<file path="src/hw/spi_settings.svh">
`ifndef SPI_SETTINGS_SVH
`define SPI_SETTINGS_SVH

// APB register address width, four registers
`define SPI_ADDR_W 2

// Register and shift width
`define SPI_DATA_W 8

// Baud divider after reset, half-period of two clocks
`define SPI_DIV_RESET 8'd1

`endif

</file>
<file path="src/hw/spi_pkg.sv">
`include "spi_settings.svh"
`default_nettype none

package spi_pkg;

    typedef enum logic [`SPI_ADDR_W-1:0] {
        REG_BAUD   = 2'd0,
        REG_RXDATA = 2'd1,
        REG_TXDATA = 2'd2,
        REG_CTRL   = 2'd3
    } spi_reg_addr_e;

    typedef logic [`SPI_DATA_W-1:0] spi_byte_t;

    // Control register as written
    typedef struct packed {
        logic [5:0] unused;
        logic       lsb_first;
        logic       cs_en;
    } spi_ctrl_t;

    // Same address as read back
    typedef struct packed {
        logic       busy;
        logic [4:0] reserved;   // Always 0
        logic       lsb_first;
        logic       cs_en;
    } spi_status_t;

    typedef union packed {
        spi_ctrl_t   ctrl;
        spi_status_t status;
    } spi_ctrl_word_u;

endpackage

`default_nettype wire

</file>
<file path="src/hw/spi_apb_regs.sv">
`include "spi_settings.svh"
`default_nettype none

module spi_apb_regs (
    input  wire                         i_clk,
    input  wire                         i_rst,

    input  wire                         i_psel,
    input  wire                         i_penable,
    input  wire                         i_pwrite,
    input  wire spi_pkg::spi_reg_addr_e i_paddr,
    input  wire spi_pkg::spi_byte_t     i_pwdata,
    output spi_pkg::spi_byte_t          o_prdata,
    output logic                        o_pready,
    output logic                        o_pslverr,

    input  wire                         i_busy,
    input  wire                         i_done,
    input  wire spi_pkg::spi_byte_t     i_rx_byte,

    output logic                        o_start,
    output spi_pkg::spi_byte_t          o_tx_byte,
    output spi_pkg::spi_byte_t          o_baud,
    output logic                        o_lsb_first,
    output logic                        o_cs_n
);

    import spi_pkg::*;

    spi_byte_t      r_baud;
    spi_byte_t      r_tx;
    spi_byte_t      r_rx;
    logic           r_cs_en;
    logic           r_lsb_first;
    logic           r_start;

    logic           busy_any;
    logic           access;
    logic           wr_txdata;
    logic           xfer_done;
    spi_ctrl_word_u wr_word;
    spi_ctrl_word_u rd_word;

    // Start pulse counts as busy so a quick second write still waits
    assign busy_any  = i_busy | r_start;

    assign access    = i_psel & i_penable;
    assign wr_txdata = access & i_pwrite & (i_paddr == REG_TXDATA);

    assign o_pready  = ~(wr_txdata & busy_any);   // Wait states until engine idle
    assign o_pslverr = access & i_pwrite & (i_paddr == REG_RXDATA);
    assign xfer_done = access & o_pready;

    assign wr_word   = i_pwdata;

    always_ff @(posedge i_clk) begin
        if (i_rst) begin
            r_baud      <= `SPI_DIV_RESET;
            r_tx        <= '0;
            r_cs_en     <= 1'b0;
            r_lsb_first <= 1'b0;
            r_start     <= 1'b0;
        end else begin
            r_start <= 1'b0;
            if (xfer_done && i_pwrite) begin
                case (i_paddr)
                    REG_BAUD: r_baud <= i_pwdata;
                    REG_TXDATA: begin
                        r_tx    <= i_pwdata;
                        r_start <= 1'b1;   // Kick engine next cycle
                    end
                    REG_CTRL: begin
                        r_cs_en     <= wr_word.ctrl.cs_en;
                        r_lsb_first <= wr_word.ctrl.lsb_first;
                    end
                    default: ;   // RXDATA read only, error response
                endcase
            end
        end
    end

    always_ff @(posedge i_clk) begin
        if (i_rst) begin
            r_rx <= '0;
        end else if (i_done) begin
            r_rx <= i_rx_byte;   // Byte from finished transfer
        end
    end

    always_comb begin
        rd_word                  = '0;
        rd_word.status.busy      = busy_any;
        rd_word.status.lsb_first = r_lsb_first;
        rd_word.status.cs_en     = r_cs_en;
    end

    always_comb begin
        case (i_paddr)
            REG_BAUD:   o_prdata = r_baud;
            REG_RXDATA: o_prdata = r_rx;
            REG_TXDATA: o_prdata = r_tx;
            default:    o_prdata = rd_word;   // Status view
        endcase
    end

    assign o_start     = r_start;
    assign o_tx_byte   = r_tx;
    assign o_baud      = r_baud;
    assign o_lsb_first = r_lsb_first;
    assign o_cs_n      = ~r_cs_en;

endmodule

`default_nettype wire

</file>
<file path="src/hw/spi_clk_div.sv">
`include "spi_settings.svh"
`default_nettype none

module spi_clk_div (
    input  wire                     i_clk,
    input  wire                     i_rst,
    input  wire                     i_en,
    input  wire                     i_start,
    input  wire spi_pkg::spi_byte_t i_baud,
    output logic                    o_tick
);

    import spi_pkg::*;

    spi_byte_t r_div;
    spi_byte_t r_cnt;

    // Baud sampled once per transfer
    always_ff @(posedge i_clk) begin
        if (i_rst) begin
            r_div <= `SPI_DIV_RESET;
        end else if (i_start) begin
            r_div <= i_baud;
        end
    end

    always_ff @(posedge i_clk) begin
        if (i_rst || !i_en) begin
            r_cnt <= '0;   // Idle between transfers
        end else if (o_tick) begin
            r_cnt <= '0;
        end else begin
            r_cnt <= r_cnt + 1'b1;
        end
    end

    // One tick per r_div+1 enabled cycles
    assign o_tick = i_en & (r_cnt == r_div);

endmodule

`default_nettype wire

</file>
<file path="src/hw/spi_shift_engine.sv">
`include "spi_settings.svh"
`default_nettype none

module spi_shift_engine (
    input  wire                     i_clk,
    input  wire                     i_rst,
    input  wire                     i_start,
    input  wire spi_pkg::spi_byte_t i_tx_byte,
    input  wire                     i_lsb_first,
    input  wire                     i_tick,
    input  wire                     i_spi_miso,
    output logic                    o_busy,
    output logic                    o_done,
    output spi_pkg::spi_byte_t      o_rx_byte,
    output logic                    o_spi_sck,
    output logic                    o_spi_mosi
);

    import spi_pkg::*;

    spi_byte_t r_tx_sh;
    spi_byte_t r_rx_sh;
    logic      r_lsb;
    logic      r_sck;
    logic      r_busy;
    logic      r_done;
    logic [$clog2(2*`SPI_DATA_W)-1:0] r_edge_cnt;

    function automatic spi_byte_t bit_rev(input spi_byte_t b);
        spi_byte_t r;
        for (int i = 0; i < `SPI_DATA_W; i++) begin
            r[i] = b[`SPI_DATA_W-1-i];
        end
        return r;
    endfunction

    // Shifter always sends from the top bit, LSB-first is reversed at load
    always_ff @(posedge i_clk) begin
        if (i_rst) begin
            r_busy     <= 1'b0;
            r_done     <= 1'b0;
            r_sck      <= 1'b0;
            r_lsb      <= 1'b0;
            r_edge_cnt <= '0;
            r_tx_sh    <= '0;
        end else begin
            r_done <= 1'b0;
            if (!r_busy) begin
                if (i_start) begin
                    r_busy     <= 1'b1;
                    r_lsb      <= i_lsb_first;
                    r_edge_cnt <= '0;
                    r_tx_sh    <= i_lsb_first ? bit_rev(i_tx_byte) : i_tx_byte;
                end
            end else if (i_tick) begin
                r_sck      <= ~r_sck;
                r_edge_cnt <= r_edge_cnt + 1'b1;
                if (r_sck) begin
                    r_tx_sh <= r_tx_sh << 1;   // Falling edge, next MOSI bit
                end
                if (r_edge_cnt == 2*`SPI_DATA_W-1) begin
                    r_busy <= 1'b0;   // Last falling edge
                    r_done <= 1'b1;
                end
            end
        end
    end

    // Wire order in, bit 0 is the last bit seen
    always_ff @(posedge i_clk) begin
        if (r_busy && i_tick && !r_sck) begin
            r_rx_sh <= {r_rx_sh[`SPI_DATA_W-2:0], i_spi_miso};
        end
    end

    assign o_rx_byte  = r_lsb ? bit_rev(r_rx_sh) : r_rx_sh;
    assign o_busy     = r_busy;
    assign o_done     = r_done;
    assign o_spi_sck  = r_sck;
    assign o_spi_mosi = r_tx_sh[`SPI_DATA_W-1];

endmodule

`default_nettype wire

</file>
<file path="src/hw/spi_master_top.sv">
`default_nettype none

module spi_master_top (
    input  wire                         i_clk,
    input  wire                         i_rst,

    input  wire                         i_psel,
    input  wire                         i_penable,
    input  wire                         i_pwrite,
    input  wire spi_pkg::spi_reg_addr_e i_paddr,
    input  wire spi_pkg::spi_byte_t     i_pwdata,
    output spi_pkg::spi_byte_t          o_prdata,
    output logic                        o_pready,
    output logic                        o_pslverr,

    output logic                        o_spi_cs_n,
    output logic                        o_spi_sck,
    output logic                        o_spi_mosi,
    input  wire                         i_spi_miso
);

    import spi_pkg::*;

    logic      start;
    logic      lsb_first;
    logic      busy;
    logic      done;
    logic      tick;
    spi_byte_t tx_byte;
    spi_byte_t rx_byte;
    spi_byte_t baud;

    spi_apb_regs u_regs (
        .i_clk       (i_clk),
        .i_rst       (i_rst),
        .i_psel      (i_psel),
        .i_penable   (i_penable),
        .i_pwrite    (i_pwrite),
        .i_paddr     (i_paddr),
        .i_pwdata    (i_pwdata),
        .o_prdata    (o_prdata),
        .o_pready    (o_pready),
        .o_pslverr   (o_pslverr),
        .i_busy      (busy),
        .i_done      (done),
        .i_rx_byte   (rx_byte),
        .o_start     (start),
        .o_tx_byte   (tx_byte),
        .o_baud      (baud),
        .o_lsb_first (lsb_first),
        .o_cs_n      (o_spi_cs_n)
    );

    spi_clk_div u_div (
        .i_clk   (i_clk),
        .i_rst   (i_rst),
        .i_en    (busy),   // Runs only during a transfer
        .i_start (start),
        .i_baud  (baud),
        .o_tick  (tick)
    );

    spi_shift_engine u_engine (
        .i_clk       (i_clk),
        .i_rst       (i_rst),
        .i_start     (start),
        .i_tx_byte   (tx_byte),
        .i_lsb_first (lsb_first),
        .i_tick      (tick),
        .i_spi_miso  (i_spi_miso),
        .o_busy      (busy),
        .o_done      (done),
        .o_rx_byte   (rx_byte),
        .o_spi_sck   (o_spi_sck),
        .o_spi_mosi  (o_spi_mosi)
    );

endmodule

`default_nettype wire

</file>
<file path="config.mk">
export PLATFORM = sky130hd
export DESIGN_NAME = spi_master_top
export DESIGN_NICKNAME = d
export VERILOG_FILES = /design/src/hw/spi_pkg.sv /design/src/hw/spi_apb_regs.sv /design/src/hw/spi_clk_div.sv /design/src/hw/spi_shift_engine.sv /design/src/hw/spi_master_top.sv
export VERILOG_INCLUDE_DIRS = /design/src /design/src/hw
export SDC_FILE = /design/constraint.sdc
export NUM_CORES = 1
export LEC_CHECK = 0
export BUFFER_PORTS_ARGS = -buffer_cell sky130_fd_sc_hd__buf_2
export CAP_MARGIN = 30
export CORE_ASPECT_RATIO = 1.2
export CORE_MARGIN = 5
export CORE_UTILIZATION = 25
export CTS_CLUSTER_DIAMETER = 100
export CTS_CLUSTER_SIZE = 28
export DETAILED_ROUTE_END_ITERATION = 16
export PLACE_DENSITY = 0.4
export SLEW_MARGIN = 20
export SYNTH_ARGS = -nofsm -noshare
export SYNTH_HDL_FRONTEND = slang
export SYNTH_SLANG_ARGS = --single-unit
</file>
<file path="constraint.sdc">
create_clock -name i_clk -period 5.1 [get_ports i_clk]
set_input_delay 0 -clock i_clk [delete_from_list [all_inputs] [get_ports i_clk]]
set_output_delay 0 -clock i_clk [all_outputs]
set_load 0.03 [all_outputs]
</file>
# Word-level counts from Yosys, hierarchy flattened
# Index checks and enable logic that the tools add are counted.
[word_totals] ff_bits=67 latch_bits=0 mem_bits_rw=0 rom_bits=0 output_inout_bits=13 elab_cells=72 n_memories=0
[classes] add_sub_neg=2 multipliers=0 div=0 order_cmp=0 n_eq_ne=7 n_shift=0 mux=16 bitwise_logic=14 reduce_logical=18
[op_table] op="$mux W8" n=6
[op_table] op="$pmux W8 S3" n=1
[op_table] op="$mux W4" n=3
[op_table] op="$reduce_and A2 Y1" n=6
[op_table] op="$add A8 B1 Y8 const B" n=1
[op_table] op="$eq A8 B8 Y1" n=1
[op_table] op="$and A1 B1 Y1" n=7
[op_table] op="$mux W1" n=6
[op_table] op="$not A1 Y1" n=6
[op_table] op="$add A4 B1 Y4 const B" n=1
[op_table] op="$eq A2 B2 Y1 const B" n=2
[op_table] op="$eq A4 B4 Y1 const B" n=1
[op_table] op="$ne A2 B1 Y1 const B" n=2
[op_table] op="$reduce_or A2 Y1" n=2
[op_table] op="$logic_and A1 B1 Y1" n=3
[op_table] op="$reduce_and A3 Y1" n=1
[op_table] op="$reduce_or A3 Y1" n=1
[op_table] op="$eq A2 B1 Y1 const B" n=1
[op_table] op="$logic_not A1 Y1" n=2
[op_table] op="$logic_not A2 Y1" n=1
[op_table] op="$reduce_bool A2 Y1" n=1
[op_table] op="$logic_or A1 B1 Y1" n=1
[op_table] op="$or A1 B1 Y1" n=1

# Depth between registers and ports, before layout
[depth] depth_word=9 depth_mapped=6 mapped_depth_nobuf=5

# Cells and area by module
# Synthesis repeated with hierarchy kept, for this count alone.
[unflattened] hier_cells=302 hier_area_um2=3139.3
[modules_own_cells] module="spi_apb_regs" n_inst=1 cells_per_inst=128 area_each_um2=1293.7 seq_area_each_um2=540.5
[modules_own_cells] module="spi_shift_engine" n_inst=1 cells_per_inst=100 area_each_um2=1091.0 seq_area_each_um2=560.5
[modules_own_cells] module="spi_clk_div" n_inst=1 cells_per_inst=74 area_each_um2=754.5 seq_area_each_um2=320.3

# Least setup slack after synthesis
# No wires, ideal clock.
[synth_path] kind="reg2reg" startpoint="reg u_div.r_cnt[3]" endpoint="reg u_engine.r_rx_sh[0], enable pin" setup_time_ns=0.374 t_arrival_ns=1.643 slack_ns=3.083 stages_incl_launch_ff=6 n_path_buf=1 cell_sequence="dfxtp_1 xnor2_1 nand4_1 or3_1 clkbuf_1 nor2_1"
[synth_between] elab_chain_len=4
[synth_rtl] item="start: declaration" line_no="spi_clk_div.sv:16" rtl="spi_byte_t r_cnt;"
[synth_rtl] item="start signal: assignment" line_no="spi_clk_div.sv:33" rtl="r_cnt <= r_cnt + 1'b1;"
[synth_rtl] item="$eq A8 B8 Y1" line_no="spi_clk_div.sv:38" rtl="assign o_tick = i_en & (r_cnt == r_div);"
[synth_rtl] item="$and A1 B1 Y1" line_no="spi_clk_div.sv:38"
[synth_rtl] item="$logic_and A1 B1 Y1 (2 in a row)" line_no="spi_shift_engine.sv:71" rtl="if (r_busy && i_tick && !r_sck) begin"
[synth_rtl] item="end signal: assignment" line_no="spi_shift_engine.sv:72" rtl="r_rx_sh <= {r_rx_sh[`SPI_DATA_W-2:0], i_spi_miso};"
[synth_rtl] item="end: declaration" line_no="spi_shift_engine.sv:22" rtl="spi_byte_t r_rx_sh;"
# No other way between the ends.
# A chain may end at the register's enable or synchronous reset.

# Worst setup path after layout
[layout_path] startpoint="reg u_engine.r_busy (netlist: u_engine.o_busy)" endpoint="reg u_engine.r_rx_sh[7], enable pin"
[layout_between] elab_chain_len=3
[layout_rtl] item="start: declaration" line_no="spi_shift_engine.sv:25" rtl="logic r_busy;"
[layout_rtl] item="start signal: assignment" line_no="spi_shift_engine.sv:40" rtl="r_busy <= 1'b0;"
[layout_rtl] item="start signal: assignment" line_no="spi_shift_engine.sv:50" rtl="r_busy <= 1'b1;"
[layout_rtl] item="start signal: assignment" line_no="spi_shift_engine.sv:62" rtl="r_busy <= 1'b0;"
[layout_rtl] item="$and A1 B1 Y1" line_no="spi_clk_div.sv:38"
[layout_rtl] item="$logic_and A1 B1 Y1 (*) (2 in a row)" line_no="spi_shift_engine.sv:71"
# Mark *: on every way between the ends. The rest lies on a longest branch, timed or not.

==> metrics.md <==
| Metric | Value |
|---|---|
| Port Buffers | 28 |
| Post-Route WL | 7.48 mm |
| Diode count | 0 |
| Register-to-register setup slack | between 2000 and 3000 ps |
| Area Overhead vs Synth | 23.0% |
| Critical Path Fanout Max | 21 |
| Final min period | roughly 2400 ps |
| Wirelength per Cell | between 10 and 15 um |
| Row count | 43 |
| CTS tree | done |
| VDD IR-drop max | 169 uV |
| Most frequent cells in the layout | dfxtp_1, mux2i_1, nor2_1, buf_2, nand2_1 |
| Total track usage | 11.3% |
| Total of max-cap violations | 0 |
| Chip width | about 110 um |
| Hold Crit Class | in -> reg |
| DP HPWL | 5.36 mm |
| Syn avg cell area | 9.60 sq um |
| Worst hold path depth | 5 |
| TritonRoute pass-1 iters | 4 |
| Hold Path Sink | u_regs.o_lsb_first$_SDFFE_PP0P_ |
| Met1 Use GR | between 10% and 20% |
| Routed Antenna Nets | 0 |
| GRT met3 Usage | 3.09% |
| Mapped Area | 2980 sq um |
| Cells after synthesis | 311 |
| Yosys warns | 0 |
| CP Data Arrival Time | ~2400 ps |
| Sequential element share of the synthesized area | 47.6% |
| Slew margin rel. | 37.4% |
| Max stage delay on crit path | 730 ps |
| Reg2reg start | u_engine.o_busy$_SDFF_PP0_ |
| Vias in the first global route | about 2200 |
| Outcome | completed |
| Fmax achieved | 0.419 GHz |
| Final Hold Viols | 0 |
| Total grt overflow | 0 |
| Initial DRC Count | 95 |
| Share of layout cells above drive strength 1 | 15.5% |
| Placed cells | between 400 and 500 |
| PwrDens | 331 nW/um^2 |
| Met2 Resource Use GR | 18.4% |
| CP startpoint kind | flip-flop |
| Cell breakdown of the critical path | nand3_1 > or3_1 > nor2_1 |
| Chip Height | 130 um |
| Worst path buffer plus inverter count | 0 |
| Critical path's top delay family | simple AND/OR/NAND/NOR gates |
| Core ar. | roughly 12000 sq um |
| Initial Util | 25.7% |
| Clk buf depth | 2 |
| Yosys reg bits | 67 |
| Fin cells | 505 |
| Worst skew pair latency | 330 ps |
| Initial antenna violation count | 0 |
| RSZ-0062 raised after global routing | no |
| Placer Congestion | approximately 0.71 |
| DRC | 0 |
| Clk sinks | 67 |
| H-tree levels | 3 |
| Total die area | 14200 sq um |
| FF-to-FF End | u_engine.r_rx_sh[7]$_DFFE_PP_ |
| Setup bufs post-CTS | 0 |
| Layout net count | 361 |
| I/O pins | 29 |
| Synth area leaders | dfxtp_1, mux2i_1, edfxtp_1 |
| Via count | 2247 |
| CTS buffer count | 9 |
| Worst setup path class | reg -> reg |
| Worst Skew | slightly above 9 ps |
| Final setup fails | 0 |
| Worst-path clk slew | 60 ps |
| Largest area contributor in the netlist | dfxtp_1 |
| CTS Root Cell | clkbuf_16 |
| Netlist cell types | 32 |
| Vias per cell | 4.45 |
| Worst setup EP type | flip-flop |
| Wire length of the first global-routing pass | between 10 and 15 mm |
| Setup TNS | 0 ps |
| Post-synth net total | 329 |
| Most common cell after layout, fill and taps aside | dfxtp_1 |
| CP max-delay cell | dfxtp_1 |
| Fill cell count | 1246 |
| GR peak layer | met2 |
| Yosys top cell area share | 39.6% |
| Critical Path RT | 5060 ps |
| Reg2reg path depth | 3 |
| Worst-margin pin slew | 939 ps |
| Largest net degree at the start of global routing | 48 |
| Fin. max-slew vios | 0 |
| Final period util | 46.8% |
| Leak pwr | 0.00130 uW |
| Hold Startpoint | i_paddr[1] |
[worst max path at each step]
stage	start	endpoint	slack, ps	depth (start not counted)
2_1_floorplan	u_div.r_cnt[3]$_SDFF_PP0_	u_engine.r_rx_sh[0]$_DFFE_PP_	3080	5
3_3_place_gp	u_engine.o_busy$_SDFF_PP0_	u_engine.r_rx_sh[3]$_DFFE_PP_	2760	3
3_5_place_dp	u_engine.o_busy$_SDFF_PP0_	u_engine.r_rx_sh[4]$_DFFE_PP_	2710	3
6_report	u_engine.o_busy$_SDFF_PP0_	u_engine.r_rx_sh[7]$_DFFE_PP_	2710	3
5_1_grt	u_engine.o_busy$_SDFF_PP0_	u_engine.r_rx_sh[7]$_DFFE_PP_	2500	3
4_1_cts	u_engine.o_busy$_SDFF_PP0_	u_engine.r_rx_sh[7]$_DFFE_PP_	2660	3
[worst min-delay path, cell delays in order]
cell	delay, ps
buf_2	190
nand2_1	120
nor2_1	60
nand2_1	60
a21oi_1	50
[report_power, final]
group / internal (uW) / switching (uW)
clock: 387 / 249
combinational: 17.0 / 24.9
sequential: 534 / 3.38
[layout make-up]
cell class              count  area, sq um  share of cell area (%)
multi-input cells         214         1450                    39.5
flip-flops and latches     67         1420                    38.7
repair buffers             40          250                    6.82
clock buffers               9          225                    6.13
well taps                 157          196                    5.35
clock inverters             7         85.1                    2.32
inverters                  11         41.3                    1.12
[layer usage]
metal	routed length, um	part of all wire (%)
met1	3430	46
met3	250	3.3
met4	66	0.88
met2	3740	50
met5	0	0
[timing repair]
| action | 4_1_cts | 5_1_grt |
|---|---|---|
| hold buffers | 9 | 0 |
| hold endpoints to repair | 19 | 0 |
| resized for setup | 0 | 0 |
[logic make-up after synthesis]
kind of cell	synth area share [%]
fa+ha+maj	0.838
xor+xnor	4.40
compound gates	10.1
flops	47.6
buf+inv	3.82
mux	17.7
simple gates	15.4
[registers in the layout (all words and copies together) (netlist names), 4 cells and up]
| name | flops |
|---|---|
| u_regs.r_rx | 8 |
| u_regs.o_tx_byte | 8 |
| u_engine.r_rx_sh | 8 |
| u_regs.o_baud | 8 |
| u_div.r_cnt | 8 |
| u_engine.r_edge_cnt | 4 |
| u_div.r_div | 8 |
| u_engine.r_tx_sh | 8 |
[Yosys cell counts]
cell type / n
buf_2: 1
clkbuf_1: 17
nor4_2: 1
nor2_1: 44
o41ai_1: 5
xnor2_1: 11
nand2_1: 27
mux4_2: 3
o311ai_1: 1
a21oi_1: 5
nand2b_1: 1
mux2_2: 1
nor3_1: 4
and3_1: 2
nor2b_1: 2
ha_1: 2
inv_1: 11
nor4_1: 3
nand4_1: 1
nor3b_1: 5
o21ai_0: 15
nor3_2: 1
nand3_1: 9
dfxtp_1: 59
a211oi_1: 8
o21a_1: 7
edfxtp_1: 8
or3_1: 2
o211ai_1: 5
mux2i_1: 45
xor2_1: 4
buf_1: 1
[per-stage QoR]
| stage | instance area (sq um) | setup WS (ps) | hold WS, ps | power, uW | util (%) |
|---|---|---|---|---|---|
| after floorplan | 2980 | 3080 | 98.9 | 571 | - |
| after global placement | 3260 | 2760 | 178 | 587 | 28.0 |
| after detailed placement | 3260 | 2710 | 178 | 587 | 28.1 |
| after CTS | 3660 | 2660 | 176 | 1240 | 31.5 |
| after global routing | 3670 | 2500 | 236 | 1270 | 31.6 |
| final | 3670 | 2710 | 193 | 1220 | 31.6 |
(Power assumes the default switching activity.)
